$ cat config.mk
export PLATFORM = sky130hd
export DESIGN_NAME = lsu_ctrl
export DESIGN_NICKNAME = d
export VERILOG_FILES = /design/src/rtl/lsu_pkg.sv /design/src/rtl/lsu_ctrl.sv
export SDC_FILE = /design/constraint.sdc
export NUM_CORES = 1
export LEC_CHECK = 0
export BUFFER_PORTS_ARGS = -buffer_cell sky130_fd_sc_hd__buf_4
export CAP_MARGIN = 15
export CORE_MARGIN = 5
export CORE_UTILIZATION = 30
export DETAILED_ROUTE_END_ITERATION = 12
export HOLD_SLACK_MARGIN = 0.05
export PLACE_DENSITY_LB_ADDON = 0.2
export SETUP_SLACK_MARGIN = 0.02
export SYNTH_ARGS = -nofsm -noshare
export SYNTH_HDL_FRONTEND = slang
export SYNTH_SLANG_ARGS = --single-unit
export TNS_END_PERCENT = 5
$ cat constraint.sdc
create_clock -name clk -period 5.32 [get_ports clk]
set_input_delay 1.33 -clock clk [delete_from_list [all_inputs] [get_ports clk]]
set_output_delay 1.33 -clock clk [all_outputs]
set_load 0.05 [all_outputs]
$ cat src/rtl/lsu_pkg.sv
`default_nettype none

package lsu_pkg;

  localparam int DATA_W         = 32;
  localparam int BYTES_PER_WORD = 4;
  localparam int WORD_ADDR_W    = 8;
  localparam int BYTE_ADDR_W    = 10;

  typedef enum logic {
    op_load  = 1'b0,
    op_store = 1'b1
  } lsu_op_e;

  // encodings match the processor's load/store size field
  typedef enum logic [1:0] {
    size_word = 2'b00,
    size_half = 2'b01,
    size_byte = 2'b11
  } access_size_e;

  typedef struct packed {
    lsu_op_e                op;
    access_size_e           size;
    logic                   sign_ext;
    logic [BYTE_ADDR_W-1:0] addr;
    logic [DATA_W-1:0]      wdata;
  } lsu_req_t;

  typedef struct packed {
    logic              op;
    logic              error;
    logic [DATA_W-1:0] rdata;
  } lsu_resp_t;

  // access in flight between RAM read and response register
  typedef struct packed {
    logic       op;
    logic [1:0] size;
    logic       sign_ext;
    logic [1:0] byte_off;
    logic       error;
  } load_key_t;

  // lane 3 is bits 31:24, the big-endian byte 0
  typedef struct packed {
    logic [BYTES_PER_WORD-1:0] byte_en;
    logic [DATA_W-1:0]         data;
  } store_lanes_t;

endpackage

`default_nettype wire
$ cat src/rtl/lsu_ctrl.sv
`timescale 1ns/100ps
`default_nettype none

module lsu_ctrl
  import lsu_pkg::*;
(
  input  logic                   clk,
  input  logic                   resetn,
  // request side
  input  logic                   req_valid,
  output logic                   req_ready,
  input  lsu_req_t               req,
  // response side
  output logic                   resp_valid,
  input  logic                   resp_ready,
  output lsu_resp_t              resp,
  // from the store aligner
  input  store_lanes_t           store_lanes,
  input  logic                   misaligned,
  // RAM port A
  output logic                   a_rd_en,
  output logic                   a_wr_en,
  output logic [WORD_ADDR_W-1:0] a_addr,
  output store_lanes_t           a_wr,
  // translator path
  input  logic [DATA_W-1:0]      load_result,
  output load_key_t              key
);

  logic key_valid;
  logic resp_free;
  logic key_advance;
  logic accept;

  // response register can take a new entry this cycle
  assign resp_free   = !resp_valid || resp_ready;
  assign key_advance = key_valid && resp_free;
  assign req_ready   = !key_valid || resp_free;
  assign accept      = req_valid && req_ready;

  // RAM access issued at the acceptance edge
  assign a_addr  = req.addr[BYTE_ADDR_W-1:2];
  assign a_rd_en = accept && (req.op == op_load) && !misaligned;
  assign a_wr_en = accept && (req.op == op_store) && !misaligned;

  // lanes are blanked unless the write actually goes out
  assign a_wr.data    = store_lanes.data;
  assign a_wr.byte_en = a_wr_en ? store_lanes.byte_en : '0;

  // key stage, holds size and offset until the read word is back
  always_ff @(posedge clk)
  begin
    if (!resetn)
    begin
      key_valid <= 1'b0;
    end
    else if (req_ready)
    begin
      key_valid <= req_valid;
    end
  end

  always_ff @(posedge clk)
  begin
    if (accept)
    begin
      key.op       <= req.op;
      key.size     <= req.size;
      key.sign_ext <= req.sign_ext;
      key.byte_off <= req.addr[1:0];
      key.error    <= misaligned;
    end
  end

  // response register
  always_ff @(posedge clk)
  begin
    if (!resetn)
    begin
      resp_valid <= 1'b0;
    end
    else if (resp_free)
    begin
      resp_valid <= key_valid;
    end
  end

  always_ff @(posedge clk)
  begin
    if (key_advance)
    begin
      resp.op    <= key.op;
      resp.error <= key.error;
      // stores and faulted loads return zero
      if ((key.op == op_load) && !key.error)
      begin
        resp.rdata <= load_result;
      end
      else
      begin
        resp.rdata <= '0;
      end
    end
  end

  a_resp_stable: assert property (
    @(posedge clk) disable iff (!resetn)
    resp_valid && !resp_ready |=> resp_valid && $stable(resp)
  ) else $error("resp changed while stalled");

  // a stalled key stage must not be overwritten by a new request
  a_key_hold: assert property (
    @(posedge clk) disable iff (!resetn)
    key_valid && !resp_free |=> key_valid && $stable(key)
  ) else $error("request accepted while key stage stalled");

endmodule

`default_nettype wire

==> impl_results.rst <==
.. list-table::
   :header-rows: 1

   * - Metric
     - Value
   * - Detailed-placement wirelength estimate
     - around 3200 um
   * - Remaining number of nets flagged by the antenna check after routing
     - 0
   * - Multi-input gate area in the final layout
     - 342 um^2
   * - Top Usage Layer GRT
     - met2
   * - Clock buffers created by TritonCTS
     - 5
   * - Gates resized, CTS repair
     - 0
   * - Maximum level of the CTS H-tree
     - 2
   * - Global-route congestion overflow total
     - 0
   * - Clock Latency Late Sink
     - 280 ps
   * - Headroom to the max-slew limit
     - ~36%
   * - Routed vias/inst
     - between 4 and 5
   * - Worst-case vdd ir drop
     - roughly 0.00010 V
   * - Setup TNS
     - 0 ps
   * - Proportion of synthesized chip area in sequential cells
     - around 66%
   * - Share of layout cells above drive strength 1
     - between 50% and 60%
   * - Final estimated routing congestion in global placement
     - approximately 0.67
   * - Path category of the worst min-delay check
     - flop to flop
   * - Via count of the first global-routing pass
     - 1261
   * - Total area of sequential cells
     - around 0.0013 mm^2
   * - Horiz. Die Dim
     - about 90 um
   * - Initial cell density of the core
     - between 30% and 40%
   * - Count of hold-fix buffers inserted at cts
     - 0
   * - Number of buffers on the longest clock path
     - 2
   * - M1 GR Usage
     - around a tenth
   * - Time the final worst path needs with I/O delays and setup
     - 3570 ps
   * - Area of the die
     - between 0.008 and 0.009 mm^2
   * - Kind of capture point of the worst setup path
     - output port
   * - PortBufs
     - 95
   * - Synth unique cells
     - 16
   * - Core Box Area
     - roughly 0.0063 mm^2
   * - CP Class
     - primary input to output port
   * - Sink count of the clock tree
     - 43
   * - Maximum number of pins on one net before global-route repair
     - 35
   * - Seq cells post-synth
     - 43
   * - Met3 track demand over resource
     - 5.50%
   * - Fin nets
     - 315
   * - Number of design-rule violations left by the first detailed-router iteration
     - 27
   * - Total power divided by cell area
     - a little over 300 mW/mm^2
   * - Number of core rows
     - 29
   * - Final setup violation count
     - 0
   * - Number of standard cells after synthesis
     - 138
   * - Die Span Y
     - 90.3 um
   * - Req. time, crit path
     - between 3000 and 4000 ps
   * - Routed via count
     - roughly 1200
   * - Clock-pin transition on the worst setup and hold timing paths
     - roughly 80 ps
   * - Synth Cell Area
     - 0.00194 mm^2
   * - Maxcap violations
     - 0
   * - Post-route core utilization
     - about two fifths
   * - CTS tree
     - done
   * - Net Count, Synth
     - around 260
   * - First drt pass iteration count
     - 3
   * - Run status
     - completed
   * - Transition time of the tightest slew-check pin
     - 962 ps
   * - Launching element type of the critical path
     - primary input
   * - Remaining DRCs
     - 0
   * - Overall routed net length
     - about 4200 um
   * - Achievable Freq
     - roughly 0.28 GHz
   * - Diode count
     - 0
   * - Fill cells
     - 641
   * - FF-to-FF setup slack
     - 3680 ps
   * - Max Slew Vio Count
     - 0
   * - Area grow syn2layout
     - 30.9%
   * - Grt met2 use
     - roughly 17%
   * - Clk_skew
     - about 2.9 ps
   * - Arrival time worst endpoint
     - around 2200 ps
   * - Highest fanout seen on the critical path
     - 9
   * - Final hold vios
     - 0
   * - Global router's overall resource usage
     - 10.0%
   * - Setup repair after global routing missed its margin
     - no
   * - Post-route fraction of the period consumed by the critical path
     - approximately 67%
   * - Initial antenna violation count
     - 0
   * - Average cell area after synthesis
     - around 14 um^2
   * - First-pass GRT wire length
     - between 6000 and 7000 um
   * - Post-CTS repair timing setup buffer count
     - 0
   * - Leakage Power
     - approximately 1.1 nW
   * - Ports
     - around 210
   * - Average wire per cell in the routed design
     - between 15 and 20 um
   * - Number of warning messages in the yosys log
     - 0
   * - CTS Root Cell
     - sky130_fd_sc_hd__clkbuf_8
-- synthesized netlist by cell type (all sizes together) --
cell / n / share of area [%]
buf: 44 / 17
nor2: 1 / 0.32
and2b: 1 / 0.39
nand2: 4 / 0.78
inv: 1 / 0.19
and2: 32 / 10
nor2b: 2 / 0.65
o21a: 2 / 0.78
and3b: 1 / 0.45
edfxtp: 41 / 64
nand2b: 1 / 0.32
dfxtp: 2 / 2.1
nor3: 5 / 2.6
nor3b: 1 / 0.65
-- worst paths after layout --
| path | startpoint | end | cells past startpoint |
|---|---|---|---|
| setup / recovery | resp_ready | a_wr[35] | 4 |
| hold / removal | key_valid | resp_valid | 1 |
| setup reg to reg | resp_valid | resp[33] | 2 |
| hold reg to reg | key_valid | resp_valid | 1 |
-- per-layer routing --
layer,routed length [um],up-vias
met5,0,-
met4,142,0
met3,517,32
met2,2150,75
met1,1370,518
li1,-,536
-- where the power goes --
part,switching [mW],internal [mW],total [mW]
logic,0.0884,0.0504,0.139
registers,0.00515,0.390,0.395
clock network,0.105,0.137,0.242
total,0.198,0.578,0.776
-- worst max-delay path, cell delays in order --
cell and delay, ps:
sky130_fd_sc_hd__buf_4 110, sky130_fd_sc_hd__and3b_1 480, sky130_fd_sc_hd__nor3_2 100, sky130_fd_sc_hd__buf_4 210
-- per-stage QoR --
stage | setup WS (ps) | hold slack, ps | std cells | total power, mW | area, um^2
floorplan | 1680 | 447 | 138 | 0.567 | 1940
global route | 1700 | 539 | 274 | 0.813 | 2530
finish | 1750 | 496 | 274 | 0.776 | 2530
CTS | 1740 | 504 | 274 | 0.793 | 2530
global placement | 1740 | 488 | 266 | 0.544 | 2430
detailed placement | 1740 | 488 | 266 | 0.545 | 2430
-- cells by family (layout without fill, tap and decap cells) --
| family | count (synthesis) | in the layout | synth area share, % |
|---|---|---|---|
| AO/OA/AOI/OAI | 2 | 2 | 0.775 |
| buffers and inverters | 45 | 104 | 17.1 |
| flip-flops | 43 | 43 | 65.7 |
| AND/OR/NAND/NOR | 48 | 48 | 16.5 |
-- cell type report --
type	instances	share of cell area (%)
clock buffers	5	2.72
clock inverters	3	1.53
inverters	1	0.148
multi-input cells	50	13.5
flip-flops and latches	43	50.2
well taps	77	3.80
repair buffers	95	28.1
-- cells in the final DEF, fill, tap and decap left out, drive strengths merged --
| cell type | count |
|---|---|
| and3b | 1 |
| nand2b | 1 |
| and2b | 1 |
| bufinv | 1 |
| nor3b | 1 |
| edfxtp | 41 |
| clkinv | 2 |
| nand2 | 4 |
| dfxtp | 2 |
| nor3 | 5 |
| nor2 | 1 |
| clkbuf | 5 |
| inv | 1 |
| nor2b | 2 |
| buf | 95 |
| o21a | 2 |
| and2 | 32 |
-- sequential cells by signal (all words and copies together), names as in the netlist --
name,count
key_valid,1
resp_valid,1
resp,34
key,7
Note: power is estimated with default switching activity, not from simulation.
