File: config.mk
export PLATFORM = sky130hd
export DESIGN_NAME = store_data_aligner
export DESIGN_NICKNAME = d
export VERILOG_FILES = /design/src/rtl/lsu_pkg.sv /design/src/rtl/store_data_aligner.sv
export SDC_FILE = /design/constraint.sdc
export NUM_CORES = 1
export LEC_CHECK = 0
export ABC_AREA = 1
export BUFFER_PORTS_ARGS = -buffer_cell sky130_fd_sc_hd__buf_2
export CAP_MARGIN = 15
export CORE_UTILIZATION = 25
export DETAILED_ROUTE_END_ITERATION = 16
export MAX_ROUTING_LAYER = met4
export PLACE_DENSITY = 0.72
export SYNTH_ARGS = -nofsm -noshare
export SYNTH_HDL_FRONTEND = slang
export SYNTH_SLANG_ARGS = --single-unit
File: constraint.sdc
create_clock -name vclk -period 0.8
set_input_delay 0.04 -clock vclk [all_inputs]
set_output_delay 0.04 -clock vclk [all_outputs]
set_load 0.005 [all_outputs]
File: src/rtl/lsu_pkg.sv
`default_nettype none

package lsu_pkg;

  localparam int DATA_W         = 32;
  localparam int BYTES_PER_WORD = 4;
  localparam int WORD_ADDR_W    = 8;
  localparam int BYTE_ADDR_W    = 10;

  typedef enum logic {
    op_load  = 1'b0,
    op_store = 1'b1
  } lsu_op_e;

  // encodings match the processor's load/store size field
  typedef enum logic [1:0] {
    size_word = 2'b00,
    size_half = 2'b01,
    size_byte = 2'b11
  } access_size_e;

  typedef struct packed {
    lsu_op_e                op;
    access_size_e           size;
    logic                   sign_ext;
    logic [BYTE_ADDR_W-1:0] addr;
    logic [DATA_W-1:0]      wdata;
  } lsu_req_t;

  typedef struct packed {
    logic              op;
    logic              error;
    logic [DATA_W-1:0] rdata;
  } lsu_resp_t;

  // access in flight between RAM read and response register
  typedef struct packed {
    logic       op;
    logic [1:0] size;
    logic       sign_ext;
    logic [1:0] byte_off;
    logic       error;
  } load_key_t;

  // lane 3 is bits 31:24, the big-endian byte 0
  typedef struct packed {
    logic [BYTES_PER_WORD-1:0] byte_en;
    logic [DATA_W-1:0]         data;
  } store_lanes_t;

endpackage

`default_nettype wire
File: src/rtl/store_data_aligner.sv
`timescale 1ns/100ps
`default_nettype none

module store_data_aligner
  import lsu_pkg::*;
(
  input  access_size_e      size,
  input  logic [1:0]        byte_off,
  input  logic [DATA_W-1:0] wdata,
  output store_lanes_t      lanes,
  output logic              misaligned
);

  localparam int HALVES_PER_WORD = BYTES_PER_WORD / 2;

  logic [1:0] lane_idx;

  // offset 0 maps to lane 3, bits 31:24
  assign lane_idx = 2'd3 - byte_off;

  always_comb
  begin
    lanes.byte_en = '0;
    lanes.data    = wdata;
    misaligned    = 1'b0;
    case (size)
      size_byte:
      begin
        // byte copied to every lane, one enable set
        lanes.data              = {BYTES_PER_WORD{wdata[7:0]}};
        lanes.byte_en[lane_idx] = 1'b1;
      end
      size_half:
      begin
        lanes.data = {HALVES_PER_WORD{wdata[15:0]}};
        if (byte_off[1])
        begin
          lanes.byte_en = 4'b0011;
        end
        else
        begin
          lanes.byte_en = 4'b1100;
        end
        // odd offset splits the halfword
        misaligned = byte_off[0];
      end
      default:
      begin
        lanes.byte_en = '1;
        misaligned    = |byte_off;
      end
    endcase
  end

endmodule

`default_nettype wire

==> impl_metrics.json, run 1 <==
{
  "outcome": "finished, final reports clean",
  "cts_hold_buf": 0,
  "slew_viol_final": 0,
  "timing.setup.tns_ps": 0,
  "synthSimpleGateAreaFrac_pct": 76.6,
  "first_global_vias": 684,
  "core_um2": 1730,
  "vdd_drop_max_v": 0.000209,
  "fillCellCount": 211,
  "powerDensity_nw_per_um2": 565,
  "numPlacedInstances": 191,
  "stdcell_count": 191,
  "portBuffers": 73,
  "yosysTopAreaCellShare_pct": 48.1,
  "synth_xor_area_share_pct": 0,
  "post_dp_cell_area_um2": 800,
  "fmax_mhz": 1380,
  "worstMarginPinSlew_ps": 160,
  "maxSlewHeadroom_pct": 89.3,
  "syn_inst": 102,
  "muxShareOfSynthArea_pct": 0,
  "wl_per_cell_um": 9.49,
  "mappedNetlistArea_um2": 460,
  "synth_fa_ha_area_share_pct": 0,
  "start_util_pct": 26.7,
  "yosysWarnings": 0,
  "crit_path_start_kind": "input port",
  "grt_pass1_wl_um": 2690,
  "wirelength_um": 1810,
  "synth_commonest_cells": "nand2_1, nand3_1, buf_4",
  "cts_resized": 0,
  "regArea_um2": 0,
  "post-route-period-util_pct": 90.8,
  "grt_max_degree": 17,
  "layout-drive-gt1-share_pct": 48.2,
  "die_w_um": 44.9,
  "fin_crit_ps": 727,
  "vias": 860,
  "dp_hpwl_um": 1530,
  "drt_iter0_drc": 10,
  "synth.distinct_cells": 8,
  "antenna_cells": 0,
  "die_area_um2": 2020,
  "final_hold_viol_count": 0,
  "die_y_um": 44.9,
  "cap_violations": 0,
  "clock_buffers": 0,
  "placementRows": 15,
  "syn-num-nets": 138,
  "final_nets": 204,
  "post_cts_buffers": 0,
  "synth_top_cell_by_area": "nand2_1",
  "final_cell_area_um2": 815,
  "grt_overflow": 0,
  "required_ps": 760,
  "multi_input_area_um2": 358,
  "finalSetupViolations": 0,
  "nFlopsAndLatches": 0,
  "critical_path_peak_fanout": 11,
  "yosys-top-cells-area": "nand2_1, nand3_1, buf_4",
  "worstHoldPathType": "in2out",
  "synth.most_common_cell": "nand2_1",
  "globalplace.congestion": 0.672,
  "arrival_ps": 690,
  "antenna_found_initial": 0,
  "avgSynthCellArea_um2": 4.51,
  "io_pins": 73,
  "viasPerCell": 4.50,
  "synth_compound_area_share_pct": 1.09,
  "crit_type": "in2out",
  "drc": 0,
  "seq_area_frac_synth_pct": 0,
  "areaGrowthSynthToFinish_pct": 76.9,
  "p_leak_nw": 0.563,
  "grt_usage_pct": 17.2,
  "rsz0062_at_grt": "no",
  "synth_top_family_by_area": "simple AND/OR/NAND/NOR gates",
  "drtAntennaViolNets": 0,
  "end_kind": "primary output",
  "first_pass_iters": 4
}
[cells in the final DEF (no fill, tap or decap), drive strengths merged]
master / n
buf: 75
clkbuf: 2
clkinvlp: 1
inv: 3
nand2: 60
nand3: 24
o21ai: 1
[worst paths after layout]
check      from         to  slack (ps)  depth (start not counted)
max     size[0]  lanes[26]          70                          5
min    wdata[6]   lanes[6]         280                          2
[where the power goes]
group | switching, mW | internal [mW] | leakage, nW | total, mW
clock | 0 | 0 | 0 | 0
combinational | 0.231 | 0.230 | 0.563 | 0.461
sequential | 0 | 0 | 0 | 0
total | 0.231 | 0.230 | 0.563 | 0.461
[metal layers]
layer,track usage (%),part of all wire [%],vias to the layer above
li1,-,-,442
met1,20.7,41,372
met2,33.8,50,46
met3,0,8.3,0
met4,0,0,0
met5,-,0,-
[critical path, cell delays in order]
cell and delay [ps]:
clkbuf_4 160, buf_4 180, nand3_1 100, nand3_1 90, buf_2 110
[layout make-up]
cell class,count,area share [%]
inverter,4,2.61
multi-input combinational,85,43.9
timing repair buffer,77,49.6
tap,25,3.84
[stage by stage]
stage / setup slack [ps] / utilization (%) / hold WS (ps) / power, mW
2_1_floorplan: 330 / - / 161 / 0.221
3_3_place_gp: 76.5 / 46.3 / 278 / 0.445
3_5_place_dp: 51.2 / 46.3 / 277 / 0.455
4_1_cts: 43.5 / 46.3 / 277 / 0.457
5_1_grt: 8.42 / 47.2 / 289 / 0.519
6_report: 73.3 / 47.2 / 275 / 0.461
[logic make-up (layout without fill, tap and decap cells)]
group / count (synthesis) / after routing
simple gates: 84 / 84
compound gates: 1 / 1
buf+inv: 17 / 81
No activity file was read; power rests on OpenSTA's default activity.
==> run 2, diff against run 1 <==
==> constraint.sdc (replaced) <==
create_clock -name vclk -period 0.8
set_input_delay 0.04 -clock vclk [all_inputs]
set_output_delay 0.04 -clock vclk [all_outputs]
set_load 0.02 [all_outputs]
==> impl_metrics.json, run 2 (synthesized netlist as in run 1, its figures left out) <==
{
  "layout_common_cells": "buf_2, nand2_1, nand3_1",
  "pwr-share-seq_pct": 0,
  "die_y_um": 44.9,
  "first_pass_iters": 4,
  "powerDensity_nw_per_um2": 745,
  "regArea_um2": 0,
  "post-route-period-util_pct": 95.3,
  "outcome": "finished, final reports clean",
  "placementRows": 15,
  "crit_path_start_kind": "input port",
  "finalSetupViolations": 0,
  "worstMarginPinSlew_ps": 197,
  "grt_overflow": 0,
  "maxSlewHeadroom_pct": 86.8,
  "vias": 870,
  "io_pins": 73,
  "viasPerCell": 4.53,
  "worstHoldPathType": "in2out",
  "cp_top_family": "buffers and inverters",
  "layout_commonest_cell": "buf_2",
  "cap_violations": 0,
  "crit_path_max_incr_delay_ps": 160,
  "power_frac_clock_pct": 0,
  "antenna_found_initial": 0,
  "numPlacedInstances": 191,
  "portBuffers": 73,
  "p_leak_nw": 0.603,
  "critical_path_peak_fanout": 9,
  "net-switching-power_uw": 410,
  "path_buf_inv": 3,
  "fmax_mhz": 1310,
  "vdd_drop_max_v": 0.000334,
  "areaGrowthSynthToFinish_pct": 100,
  "slew_viol_final": 0,
  "cp_cell_sequence": "buf_4, buf_12, nand3_1, nand3_1, buf_4",
  "core_um2": 1730,
  "hold_depth": 2,
  "nFlopsAndLatches": 0,
  "start_util_pct": 26.7,
  "hold_slack_ps": 333,
  "end_kind": "primary output",
  "globalplace.congestion": 0.760,
  "final_cell_area_um2": 921,
  "first_global_vias": 653,
  "wirelength_um": 1890,
  "grt_usage_pct": 16.7,
  "clock_buffers": 0,
  "slowest_stage": "buf_4",
  "stdcell_count": 192,
  "comb_power_share_pct": 100.0,
  "grt_max_degree": 19,
  "layout-drive-gt1-share_pct": 52.7,
  "internal_power_uw": 277,
  "cp.depth": 5,
  "die_area_um2": 2020,
  "swShare_pct": 59.7,
  "grt_pass1_wl_um": 2570,
  "final_nets": 205,
  "crit_type": "in2out",
  "dp_hpwl_um": 1500,
  "die_w_um": 44.9,
  "wl_per_cell_um": 9.85,
  "final_hold_viol_count": 0,
  "drtAntennaViolNets": 0,
  "arrival_ps": 720,
  "fin_crit_ps": 762,
  "antenna_cells": 0,
  "required_ps": 760,
  "post_dp_cell_area_um2": 837,
  "drc": 0,
  "drt_iter0_drc": 8
}
## run 2: changes by cell type in the layout (fill, tap and decap cells not counted), sizes merged
cell / previous run / this run
clkbuf: 2 / 1
buf: 75 / 77
## run 2: metrics by stage
| stage | TNS [ps] | power [mW] | util [%] | setup slack (ps) |
|---|---|---|---|---|
| final | 0 | 0.686 | 53.3 | 37.6 |
| after global routing | -2.14 | 0.745 | 53.3 | -2.14 |
| after CTS | 0 | 0.648 | 48.8 | 35.1 |
| after detailed placement | -40.2 | 0.642 | 48.5 | -17.9 |
| after global placement | 0 | 0.634 | 48.5 | 23.5 |
| after floorplan | 0 | 0.385 | - | 67.7 |
## run 2: path summary, 6_finish.rpt
| kind | from | endpoint | slack [ps] |
|---|---|---|---|
| worst max-delay path | size[0] | lanes[28] | 40 |
| worst min-delay path | wdata[2] | lanes[2] | 330 |
## run 2: cell type report
cell class	instances	area [µm²]
fillers	200	806
well taps	25	31.3
multi-input cells	85	393
inverters	4	21.3
repair buffers	78	475
## run 2: timing repair
item | in CTS | in global routing
setup endpoints to repair | 6 | 8
hold endpoints to repair | 0 | 0
hold buffers | 0 | 0
resized for setup | 2 | 14
gates cloned | 0 | 1
pin swaps | 0 | 1
setup buffers | 0 | 0
## run 2: metal layers
metal	vias up	GRT usage [%]	share of wire (%)
met5	-	-	0
met4	0	0	0
met3	0	0	6.5
met2	39	32.6	52
met1	384	20.2	42
li1	447	-	-
## run 2: power groups by stage
stage	logic [mW]	clock network (mW)	registers, mW
6_report	0.686	0	0
5_1_grt	0.745	0	0
2_1_floorplan	0.385	0	0
3_3_place_gp	0.634	0	0
4_1_cts	0.648	0	0
3_5_place_dp	0.642	0	0
