`config.mk`:
```
export PLATFORM = sky130hd
export DESIGN_NAME = load_data_translator
export DESIGN_NICKNAME = d
export VERILOG_FILES = /design/src/rtl/lsu_pkg.sv /design/src/rtl/load_data_translator.sv
export SDC_FILE = /design/constraint.sdc
export NUM_CORES = 1
export LEC_CHECK = 0
export ABC_CLOCK_PERIOD_IN_PS = 3000
export BUFFER_PORTS_ARGS = -buffer_cell sky130_fd_sc_hd__buf_2
export CAP_MARGIN = 20
export CORE_MARGIN = 2
export CORE_UTILIZATION = 41
export DETAILED_ROUTE_END_ITERATION = 8
export PLACE_DENSITY_LB_ADDON = 0.1
export SYNTH_ARGS = -nofsm -noshare
export SYNTH_HDL_FRONTEND = slang
export SYNTH_SLANG_ARGS = --single-unit
```
`constraint.sdc`:
```
create_clock -name vclk -period 3
set_input_delay 0.15 -clock vclk [all_inputs]
set_output_delay 0.15 -clock vclk [all_outputs]
set_load 0.005 [all_outputs]
```
`src/rtl/lsu_pkg.sv`:
```
`default_nettype none

package lsu_pkg;

  localparam int DATA_W         = 32;
  localparam int BYTES_PER_WORD = 4;
  localparam int WORD_ADDR_W    = 8;
  localparam int BYTE_ADDR_W    = 10;

  typedef enum logic {
    op_load  = 1'b0,
    op_store = 1'b1
  } lsu_op_e;

  // encodings match the processor's load/store size field
  typedef enum logic [1:0] {
    size_word = 2'b00,
    size_half = 2'b01,
    size_byte = 2'b11
  } access_size_e;

  typedef struct packed {
    lsu_op_e                op;
    access_size_e           size;
    logic                   sign_ext;
    logic [BYTE_ADDR_W-1:0] addr;
    logic [DATA_W-1:0]      wdata;
  } lsu_req_t;

  typedef struct packed {
    logic              op;
    logic              error;
    logic [DATA_W-1:0] rdata;
  } lsu_resp_t;

  // access in flight between RAM read and response register
  typedef struct packed {
    logic       op;
    logic [1:0] size;
    logic       sign_ext;
    logic [1:0] byte_off;
    logic       error;
  } load_key_t;

  // lane 3 is bits 31:24, the big-endian byte 0
  typedef struct packed {
    logic [BYTES_PER_WORD-1:0] byte_en;
    logic [DATA_W-1:0]         data;
  } store_lanes_t;

endpackage

`default_nettype wire
```
`src/rtl/load_data_translator.sv`:
```
`timescale 1ns/100ps
`default_nettype none

module load_data_translator
  import lsu_pkg::*;
(
  input  logic [DATA_W-1:0] rdata,
  input  load_key_t         key,
  output logic [DATA_W-1:0] result
);

  logic [7:0]  byte_sel;
  logic [15:0] half_sel;
  logic        fill_bit;

  // big-endian byte pick, offset 0 is the top byte
  always_comb
  begin
    case (key.byte_off)
      2'b00:   byte_sel = rdata[31:24];
      2'b01:   byte_sel = rdata[23:16];
      2'b10:   byte_sel = rdata[15:8];
      default: byte_sel = rdata[7:0];
    endcase
  end

  // only offset bit 1 matters for halfwords
  always_comb
  begin
    if (key.byte_off[1])
    begin
      half_sel = rdata[15:0];
    end
    else
    begin
      half_sel = rdata[31:16];
    end
  end

  always_comb
  begin
    case (key.size)
      size_byte:
      begin
        fill_bit = key.sign_ext & byte_sel[7];
        result   = {{(DATA_W-8){fill_bit}}, byte_sel};
      end
      size_half:
      begin
        fill_bit = key.sign_ext & half_sel[15];
        result   = {{(DATA_W-16){fill_bit}}, half_sel};
      end
      default:
      begin
        // word passes straight through
        fill_bit = 1'b0;
        result   = rdata;
      end
    endcase
  end

endmodule

`default_nettype wire

```
==> results by group, run 1 <==
Detailed routing
  – Via count: between 1k and 1.5k
  – Number of remaining DRC errors: 0
  – WL/cell: ~12 µm
  – 1st-pass router iterations: 4
  – Final wirelength: approximately 2300 µm
  – 1st-iter DRT viols: 13
  – Antenna Nets Post-Route: 0
  – Vias per inst: 5.381

Setup path
  – Critical-path top delay cell: a21oi_1
  – Most frequent CP cell: buf_2
  – CP Class: primary input to output port
  – CP Max Fanout: 39
  – CP arrival: ~1.7 ns
  – Startpoint types: primary input
  – Crit-path cells: buf_2 > inv_1 > a21oi_1 > o22a_1 > buf_2
  – CP max stage delay: roughly 0.49 ns
  – Crit end category: output port
  – Critical path required time: between 2 and 3 ns
  – Top delay family on crit path: buffers and inverters
  – Crit path buffers/inverters: 3

Global route
  – GRT Overall Usage: 0.2212
  – Vias in the first global route: just over 900
  – Initial antenna violation count: 0
  – Gr ovfl total: 0
  – First-pass GRT wire length: 3677 µm
  – Largest net degree at the start of global routing: 40

Finish
  – Nets: roughly 210
  – Fin area: around 0.0010 mm²
  – Clkbuf count: 0
  – Fin cells: roughly 190
  – Synth-to-Final Area Change: 45.68%
  – ANT cells: 0
  – Layout cells sized above 1: 0.4277
  – Area of the multi-input gates: 550.5 µm²
  – # fillers: between 150 and 200
  – Final core occ: 0.6575
  – Register area: 0 µm²
  – Seq Cell Count: 0

Pwr
  – Power per cell area: roughly 160 mW/mm²
  – LEAKAGE: 0.6385 nW
  – Total power: around 0.16 mW
  – Peak VDD IR: 90.85 µV

Placement
  – DP Area: between 0.001 and 0.0015 mm²
  – GPL Wtd Cong: ~0.71
  – Final HPWL DP: about 1800 µm
  – IO Port Bufs: 69
  – Dpl cells: roughly 190

Die
  – Core footprint: about 0.0015 mm²
  – Io pins: 71
  – Standard-cell row count: 14
  – Initial Util: 0.4513
  – Die area: 0.002042 mm²
  – Horiz. Die Dim: about 45 µm
  – Die Ht: between 40 and 50 µm

STA
  – Final hold viol count: 0
  – Slew @ Worst Pin: ~0.60 ns
  – Setup TNS: 0 ns
  – Final Max Slew Viols: 0
  – Crit share post-route: 0.6171
  – Final setup viols: 0
  – Rel. slew slack: 0.5972
  – RSZ-0062 raised after global routing: no
  – Fmax: around 540 MHz
  – Final min period: between 1.5 and 2 ns

Yosys
  – Sequential fraction of the synthesis area: 0
  – Synth Instances: approximately 110
  – Synth Area per Inst: 6.211 µm²
  – Synth cell types: 29
  – YS warnings: 0
  – Mapped Nets: 151
  – Post-Syn Area: 695.7 µm²

Clock tree
  – Cts repair resizes: 0
  – # hold bufs at CTS: 0
  – Post-CTS setup buffers: 0

Worst hold path
  – HP Class: primary input to output port
  – Min-delay src: rdata[9]
  – Hold EP: result[9]
  – Hold Path Cell Cnt: 3

Outcome
  – Status: completed

Job
  – Max_cap viols: 0
[worst max path at each step]
| stage | endpoint | cells after the start | from | slack [ns] |
|---|---|---|---|---|
| 5_1_grt | result[6] | 5 | key[4] | 1.01 |
| 3_3_place_gp | result[6] | 5 | key[4] | 1.19 |
| 6_report | result[6] | 5 | key[4] | 1.15 |
| 3_5_place_dp | result[6] | 5 | key[4] | 1.19 |
| 4_1_cts | result[6] | 5 | key[4] | 1.18 |
| 2_1_floorplan | result[21] | 6 | key[2] | 1.67 |
[worst min-delay path: stages]
cell and delay [ns]:
buf_2 0.08, o21a_1 0.09, buf_2 0.10
[cell usage after synthesis]
library cell	number	area (µm²)
o21ai_1	9	45.04
mux2i_1	8	80.08
o211ai_1	6	45.04
o22a_1	1	8.760
and4b_1	1	10.01
nand2_1	2	7.510
a31oi_1	2	12.51
buf_4	1	7.510
and4_1	1	8.760
a21boi_0	1	7.510
buf_2	2	10.01
o21ai_2	1	8.760
nor3_1	2	10.01
mux2_4	2	30.03
a22oi_1	4	30.03
a21oi_1	5	25.02
o22ai_1	4	25.02
o21ai_0	8	40.04
inv_1	26	97.59
o31a_4	1	17.52
clkbuf_1	4	15.01
o21a_1	6	45.04
buf_8	1	15.01
nor2_1	7	26.28
o221ai_1	3	26.28
a22oi_4	1	21.27
and2b_1	1	7.510
nand4_1	1	6.260
nand2b_1	1	6.260
[per-stage QoR]
step	setup slack, ns	hold slack [ns]
after floorplan	1.671	0.3887
after global placement	1.192	0.5764
after detailed placement	1.192	0.5784
after CTS	1.185	0.5810
after global routing	1.013	0.5926
final	1.149	0.5765
[cell usage in the layout (no fill, tap or decap)]
cell type	Yosys	routed
nand4_1	1	1
a22oi_1	4	4
o22ai_1	4	4
a21boi_0	1	1
inv_1	26	26
a21oi_1	5	5
o21ai_0	8	8
o21a_1	6	6
nor2_1	7	7
a22oi_4	1	1
mux2i_1	8	8
a31oi_1	2	2
and4_1	1	1
o21ai_1	9	9
o22a_1	1	1
o31a_4	1	1
o21ai_2	1	1
nand2b_1	1	1
nor3_1	2	2
mux2_4	2	2
buf_2	2	69
and2b_1	1	1
nand2_1	2	2
and4b_1	1	1
o211ai_1	6	6
o221ai_1	3	3
[per-layer routing]
| layer | wire length, µm | track usage | vias up |
|---|---|---|---|
| met4 | 0 | 0.005882 | 0 |
| met2 | 1205 | 0.4200 | 41 |
| met1 | 920 | 0.2905 | 455 |
| met3 | 139 | 0.004000 | 0 |
| li1 | - | - | 521 |
| met5 | 0 | 0 | - |
[layout make-up]
cell class         count  share of cell area
multi-input cells     78              0.5432
repair buffers        69              0.3407
inverters             26             0.09630
well taps             16             0.01975
[kinds of logic after synthesis]
family / Yosys count / share of synthesized area
buf+inv: 34 / 0.2086
mux: 10 / 0.1583
simple gates: 16 / 0.1187
compound gates: 52 / 0.5144
[power by group]
part	switching (mW)	total, mW	leakage, nW	internal (mW)
clock network	0	0	0	0
logic	0.0828	0.163	0.639	0.0807
registers	0	0	0	0
total	0.0828	0.163	0.639	0.0807
No activity file was read; power rests on OpenSTA's default activity.
==> run 2, diff against run 1 <==
- ABC_CLOCK_PERIOD_IN_PS: 3000 -> 1950
- CORE_UTILIZATION: 41 -> 38
- clock period: 3 -> 1.95 ns (I/O delays scaled with it)
==> results by group, run 2 (synthesis results as in run 1) <==
Detailed routing
  – 1st-pass router iterations: 4 (unchanged)
  – Vias per inst: 5.205 (-3.3%)
  – Via count: 1041 (+2.4%)
  – Number of remaining DRC errors: 0 (unchanged)
  – WL/cell: 11.74 µm (-2.0%)
  – Antenna Nets Post-Route: 0 (unchanged)
  – 1st-iter DRT viols: 25 (+12)
  – Final wirelength: 2347 µm (+3.7%)

STA
  – Crit share post-route: 0.7941
  – Final Max Slew Viols: 0 (unchanged)
  – Hold_ws: 0.4755 ns (-0.1009 ns)
  – Rel. slew slack: 0.6880 (+0.09078)
  – Final setup viols: 0 (unchanged)
  – Fmax: approximately 650 MHz
  – Final hold viol count: 0 (unchanged)
  – Final min period: ~1.5 ns
  – Final worst setup slack: 0.4014 ns (-0.7472 ns)
  – RSZ-0062 raised after global routing: no
  – Slew @ Worst Pin: 0.4680 ns (-0.1362 ns)
  – Setup TNS: 0 ns (unchanged)

Finish
  – Synth-to-Final Area Change: 49.46%
  – Clkbuf count: 0 (unchanged)
  – # fillers: 188 (+14%)
  – Fin area: 0.001040 mm² (+2.6%)
  – Layout cells sized above 1: 0.4343 (+0.006540)
  – Seq Cell Count: 0 (unchanged)
  – Commonest non-fill, non-tap cell in the layout: buf_2
  – Commonest non-fill, non-tap cells in the layout: buf_2, inv_1, o21ai_1
  – Register area: 0 µm² (unchanged)
  – ANT cells: 0 (unchanged)
  – Final core occ: 0.6022 (-0.05529)
  – Nets: 216 (+0.93%)

Pwr
  – LEAKAGE: 0.6481 nW (+1.5%)
  – Power per cell area: 246.1 mW/mm² (+53%)
  – Peak VDD IR: 120.9 µV (+33%)

Clock tree
  – # hold bufs at CTS: 0 (unchanged)
  – Post-CTS setup buffers: 0 (unchanged)
  – Cts repair resizes: 0 (unchanged)

Global route
  – Gr ovfl total: 0 (unchanged)
  – Largest net degree at the start of global routing: 21 (-48%)
  – Vias in the first global route: 817 (-10%)
  – First-pass GRT wire length: 3381 µm (-8.1%)
  – Initial antenna violation count: 0 (unchanged)
  – GRT Overall Usage: 0.1992 (-0.02201)

Placement
  – Pre-CTS setup slack: 0.4047 ns (-0.7871 ns)
  – IO Port Bufs: 69 (unchanged)
  – DP Area: 0.001040 mm² (+2.6%)
  – GPL Wtd Cong: 0.7887 (+12%)
  – Final HPWL DP: 1862 µm (+4.8%)

Worst hold path
  – Hold EP: result[8]
  – Min-delay src: rdata[8]
  – Hold Path Cell Cnt: 3 (unchanged)
  – HP Class: primary input to output port

Setup path
  – CP Class: primary input to output port
  – Crit end category: output port
  – Startpoint types: primary input
  – CP Max Fanout: 16 (-59%)
  – Critical path required time: 1.85 ns (-1.00 ns)
  – CP arrival: 1.45 ns (-0.25 ns)
  – Critical path origin: key[1]

Die
  – Standard-cell row count: 15 (+1)
  – Horiz. Die Dim: 46.79 µm (+3.5%)
  – Die area: 0.002189 mm² (+7.2%)
  – Io pins: 71 (unchanged)
  – Initial Util: 0.4029 (-0.04840)
  – Core footprint: 0.001727 mm² (+12%)
  – Die Ht: 46.79 µm (+3.5%)

Job
  – Max_cap viols: 0 (unchanged)

Outcome
  – Status: completed
[run 2: changes by cell type in the layout (fill, tap and decap cells not counted)]
| cell | change |
|---|---|
| buf_4 | +2 |
[run 2: routing by layer]
| metal | GRT usage | routed length, µm |
|---|---|---|
| met3 | 0.003846 | 161 |
| met4 | 0 | 0 |
| met5 | 0 | 0 |
| met1 | 0.2667 | 1052 |
| met2 | 0.3781 | 1133 |
[run 2: worst max-delay path, stage by stage]
cell and delay (ns):
buf_2 0.16, mux2_4 0.34, a22oi_4 0.31, o31a_4 0.31
o21ai_0 0.10, buf_2 0.14
[run 2: report_power, final]
group	total, mW	internal (mW)	leakage [nW]	switching (mW)
Clock	0	0	0	0
Combinational	0.256	0.127	0.648	0.129
Sequential	0	0	0	0
Total	0.256	0.127	0.648	0.129
[run 2: layout make-up]
type / count / area, µm² / share of cell area
Tap cell: 25 / 31.28 / 0.03008
Multi-Input combinational cell: 78 / 550.5 / 0.5295
Timing Repair Buffer: 71 / 360.3 / 0.3466
Inverter: 26 / 97.59 / 0.09386
[run 2: stage by stage]
stage / total power, mW / std cells
after global routing: 0.2854 / 200
final: 0.2559 / 200
after detailed placement: 0.2559 / 200
after global placement: 0.2518 / 200
after CTS: 0.2574 / 200
after floorplan: 0.1399 / 112
[run 2: worst max path at each step]
stage	slack (ns)	cells past startpoint	end
finish	0.40	6	result[19]
global route	0.30	6	result[18]
CTS	0.40	6	result[18]
detailed placement	0.40	6	result[16]
global placement	0.42	6	result[16]
floorplan	0.73	6	result[21]
==> run 3, diff against run 2 <==
- ABC_AREA: not set -> 1
- ABC_CLOCK_PERIOD_IN_PS: 1950 -> 1610
- CORE_UTILIZATION: 38 -> 40
- clock period: 1.95 -> 1.61 ns (I/O delays scaled with it)
==> results by group, run 3 <==
Setup path
  – Top delay family on crit path: buffers and inverters
  – Critical path origin: key[2]
  – Critical-path top delay cell: clkinvlp_4
  – CP arrival: 1.36 ns (-0.09 ns)
  – CP Max Fanout: 16 (unchanged)
  – CP max stage delay: 0.31 ns (-0.03 ns)
  – Startpoint types: primary input
  – Critical path required time: 1.53 ns (-0.32 ns)
  – CP Class: primary input to output port
  – Crit path buffers/inverters: 3 (+1)
  – Crit end category: output port
  – Crit-path cells: buf_2 > clkinvlp_4 > nand2_1 > nand2_1 > nand3_2 > nand3_1 > buf_2

Worst hold path
  – HP Class: primary input to output port
  – Min-delay src: rdata[22]

Pwr
  – Total power: 0.3240 mW (+27%)
  – Peak VDD IR: 138.6 µV (+15%)
  – Gate power share: 1.000 (about the same)
  – Clk network pwr share: 0 (unchanged)
  – Seq pwr share: 0 (unchanged)
  – Power per cell area: 290.3 mW/mm² (+18%)
  – Switch Pwr: 0.1725 mW (+34%)
  – Sw Ratio: 0.5325 (+0.02888)
  – Internal power: 0.1515 mW (+19%)
  – LEAKAGE: 0.7177 nW (+11%)

STA
  – Crit share post-route: 0.8948
  – Final Max Slew Viols: 0 (unchanged)
  – Final setup viols: 0 (unchanged)
  – Final min period: approximately 1.4 ns
  – Rel. slew slack: 0.6199 (-0.06809)
  – Final worst setup slack: 0.1694 ns (-0.2321 ns)
  – Final hold viol count: 0 (unchanged)
  – Setup TNS: 0 ns (unchanged)
  – Hold_ws: 0.4568 ns (-0.01875 ns)
  – Slew @ Worst Pin: 0.5702 ns (+0.1021 ns)
  – RSZ-0062 raised after global routing: no
  – Fmax: 694.1 MHz

Detailed routing
  – 1st-pass router iterations: 5 (+1)
  – 1st-iter DRT viols: 27 (+8.0%)
  – Number of remaining DRC errors: 0 (unchanged)
  – Vias per inst: 5.059 (-2.8%)
  – WL/cell: 10.93 µm (-6.9%)
  – Final wirelength: 2612 µm (+11%)
  – Antenna Nets Post-Route: 0 (unchanged)
  – Via count: 1209 (+16%)

Clock tree
  – Post-CTS setup buffers: 0 (unchanged)
  – # hold bufs at CTS: 0 (unchanged)

Yosys
  – Synth Area per Inst: 5.137 µm² (-17%)
  – YS warnings: 0 (unchanged)
  – Largest area contributor in the netlist: nand2_1
  – Synth top area share: 0.3462 (+0.2059)
  – Synth Instances: 152 (+36%)
  – Synth cell types: 19 (-34%)
  – Largest cells by area after synthesis: nand2_1, nand3_1, nand3_2, or2_2, nand4_1
  – Post-Syn Area: 780.7 µm² (+12%)
  – Post-synth top cells: nand2_1, nand3_1, or2_2
  – Cell with the most instances after synthesis: nand2_1
  – Mapped Nets: 191 (+26%)
  – Sequential fraction of the synthesis area: 0 (unchanged)

Finish
  – Clkbuf count: 0 (unchanged)
  – Commonest non-fill, non-tap cell in the layout: nand2_1
  – Seq Cell Count: 0 (unchanged)
  – Fin cells: 239 (+20%)
  – Layout cells sized above 1: 0.4579 (+0.02366)
  – ANT cells: 0 (unchanged)
  – # fillers: 185 (-1.6%)
  – Nets: 255 (+18%)
  – Register area: 0 µm² (unchanged)
  – Synth-to-Final Area Change: 42.95%
  – Fin area: 0.001116 mm² (+7.3%)
  – Commonest non-fill, non-tap cells in the layout: nand2_1, buf_2, nand3_1
  – Final core occ: 0.6260 (+0.02379)

Job
  – Max_cap viols: 0 (unchanged)

Die
  – Die area: 0.002321 mm² (+6.1%)
  – Io pins: 71 (unchanged)
  – Horiz. Die Dim: 48.18 µm (+3.0%)
  – Standard-cell row count: 15 (unchanged)
  – Core footprint: 0.001783 mm² (+3.3%)
  – Die Ht: 48.18 µm (+3.0%)
  – Initial Util: 0.4379 (+0.03500)

Global route
  – Initial antenna violation count: 0 (unchanged)
  – Largest net degree at the start of global routing: 25 (+19%)
  – Gr ovfl total: 0 (unchanged)
  – GRT Overall Usage: 0.2150 (+0.01582)
  – First-pass GRT wire length: 3781 µm (+12%)
  – Vias in the first global route: 899 (+10%)

Outcome
  – Status: completed

Placement
  – Final HPWL DP: 2016 µm (+8.3%)
  – DP Area: 0.001112 mm² (+7.0%)
  – Pre-CTS setup slack: 0.1064 ns (-0.2984 ns)
  – GPL Wtd Cong: 0.7960 (+0.93%)
  – IO Port Bufs: 69 (unchanged)
  – Dpl cells: 239 (+20%)
[run 3: changes by cell type in the layout (fill, tap and decap cells not counted), sizes merged, moves of 8 or more]
cell / before / now
nand3: 0 / 42
inv: 26 / 2
mux2i: 8 / 0
or2: 0 / 13
o21ai: 18 / 1
nand2: 2 / 72
[run 3: routing by layer]
layer / track usage / vias up / wire length, µm
met2: 0.3632 / 58 / 1203
met5: 0 / - / 0
met1: 0.3209 / 520 / 1191
met4: 0 / 0 / 0
li1: - / 631 / -
met3: 0.007407 / 0 / 218
[run 3: final timing paths]
path,end,slack [ns],depth (start not counted)
max,result[30],0.17,7
min,result[22],0.46,4
[run 3: area by class of cell]
class                           instances  area, µm²  share of cell area
Multi-Input combinational cell        139      704.4              0.6312
Tap cell                               25      31.28             0.02803
Timing Repair Buffer                   71      360.3              0.3229
Inverter                                4      20.02             0.01794
[run 3: power groups by stage]
stage / Sequential [mW] / Clock, mW / Combinational, mW
after floorplan: 0 / 0 / 0.179
after global placement: 0 / 0 / 0.318
after detailed placement: 0 / 0 / 0.322
after CTS: 0 / 0 / 0.324
after global routing: 0 / 0 / 0.362
final: 0 / 0 / 0.324
[run 3: cell families (layout without fill, tap and decap cells)]
logic type	Yosys count	after routing	synth area share
compound gates	4	4	0.04165
buf+inv	13	75	0.09774
simple gates	135	135	0.8606
[run 3: tightest hold or removal path: stages]
cell and delay, ns:
buf_2 0.08, nand2_1 0.04, nand3_1 0.06, buf_2 0.10
[run 3: what timing repair did]
action                                 in CTS  in global routing
gates resized for setup                     0                  1
setup endpoints to repair                   0                  1
endpoints found under the hold margin       0                  0
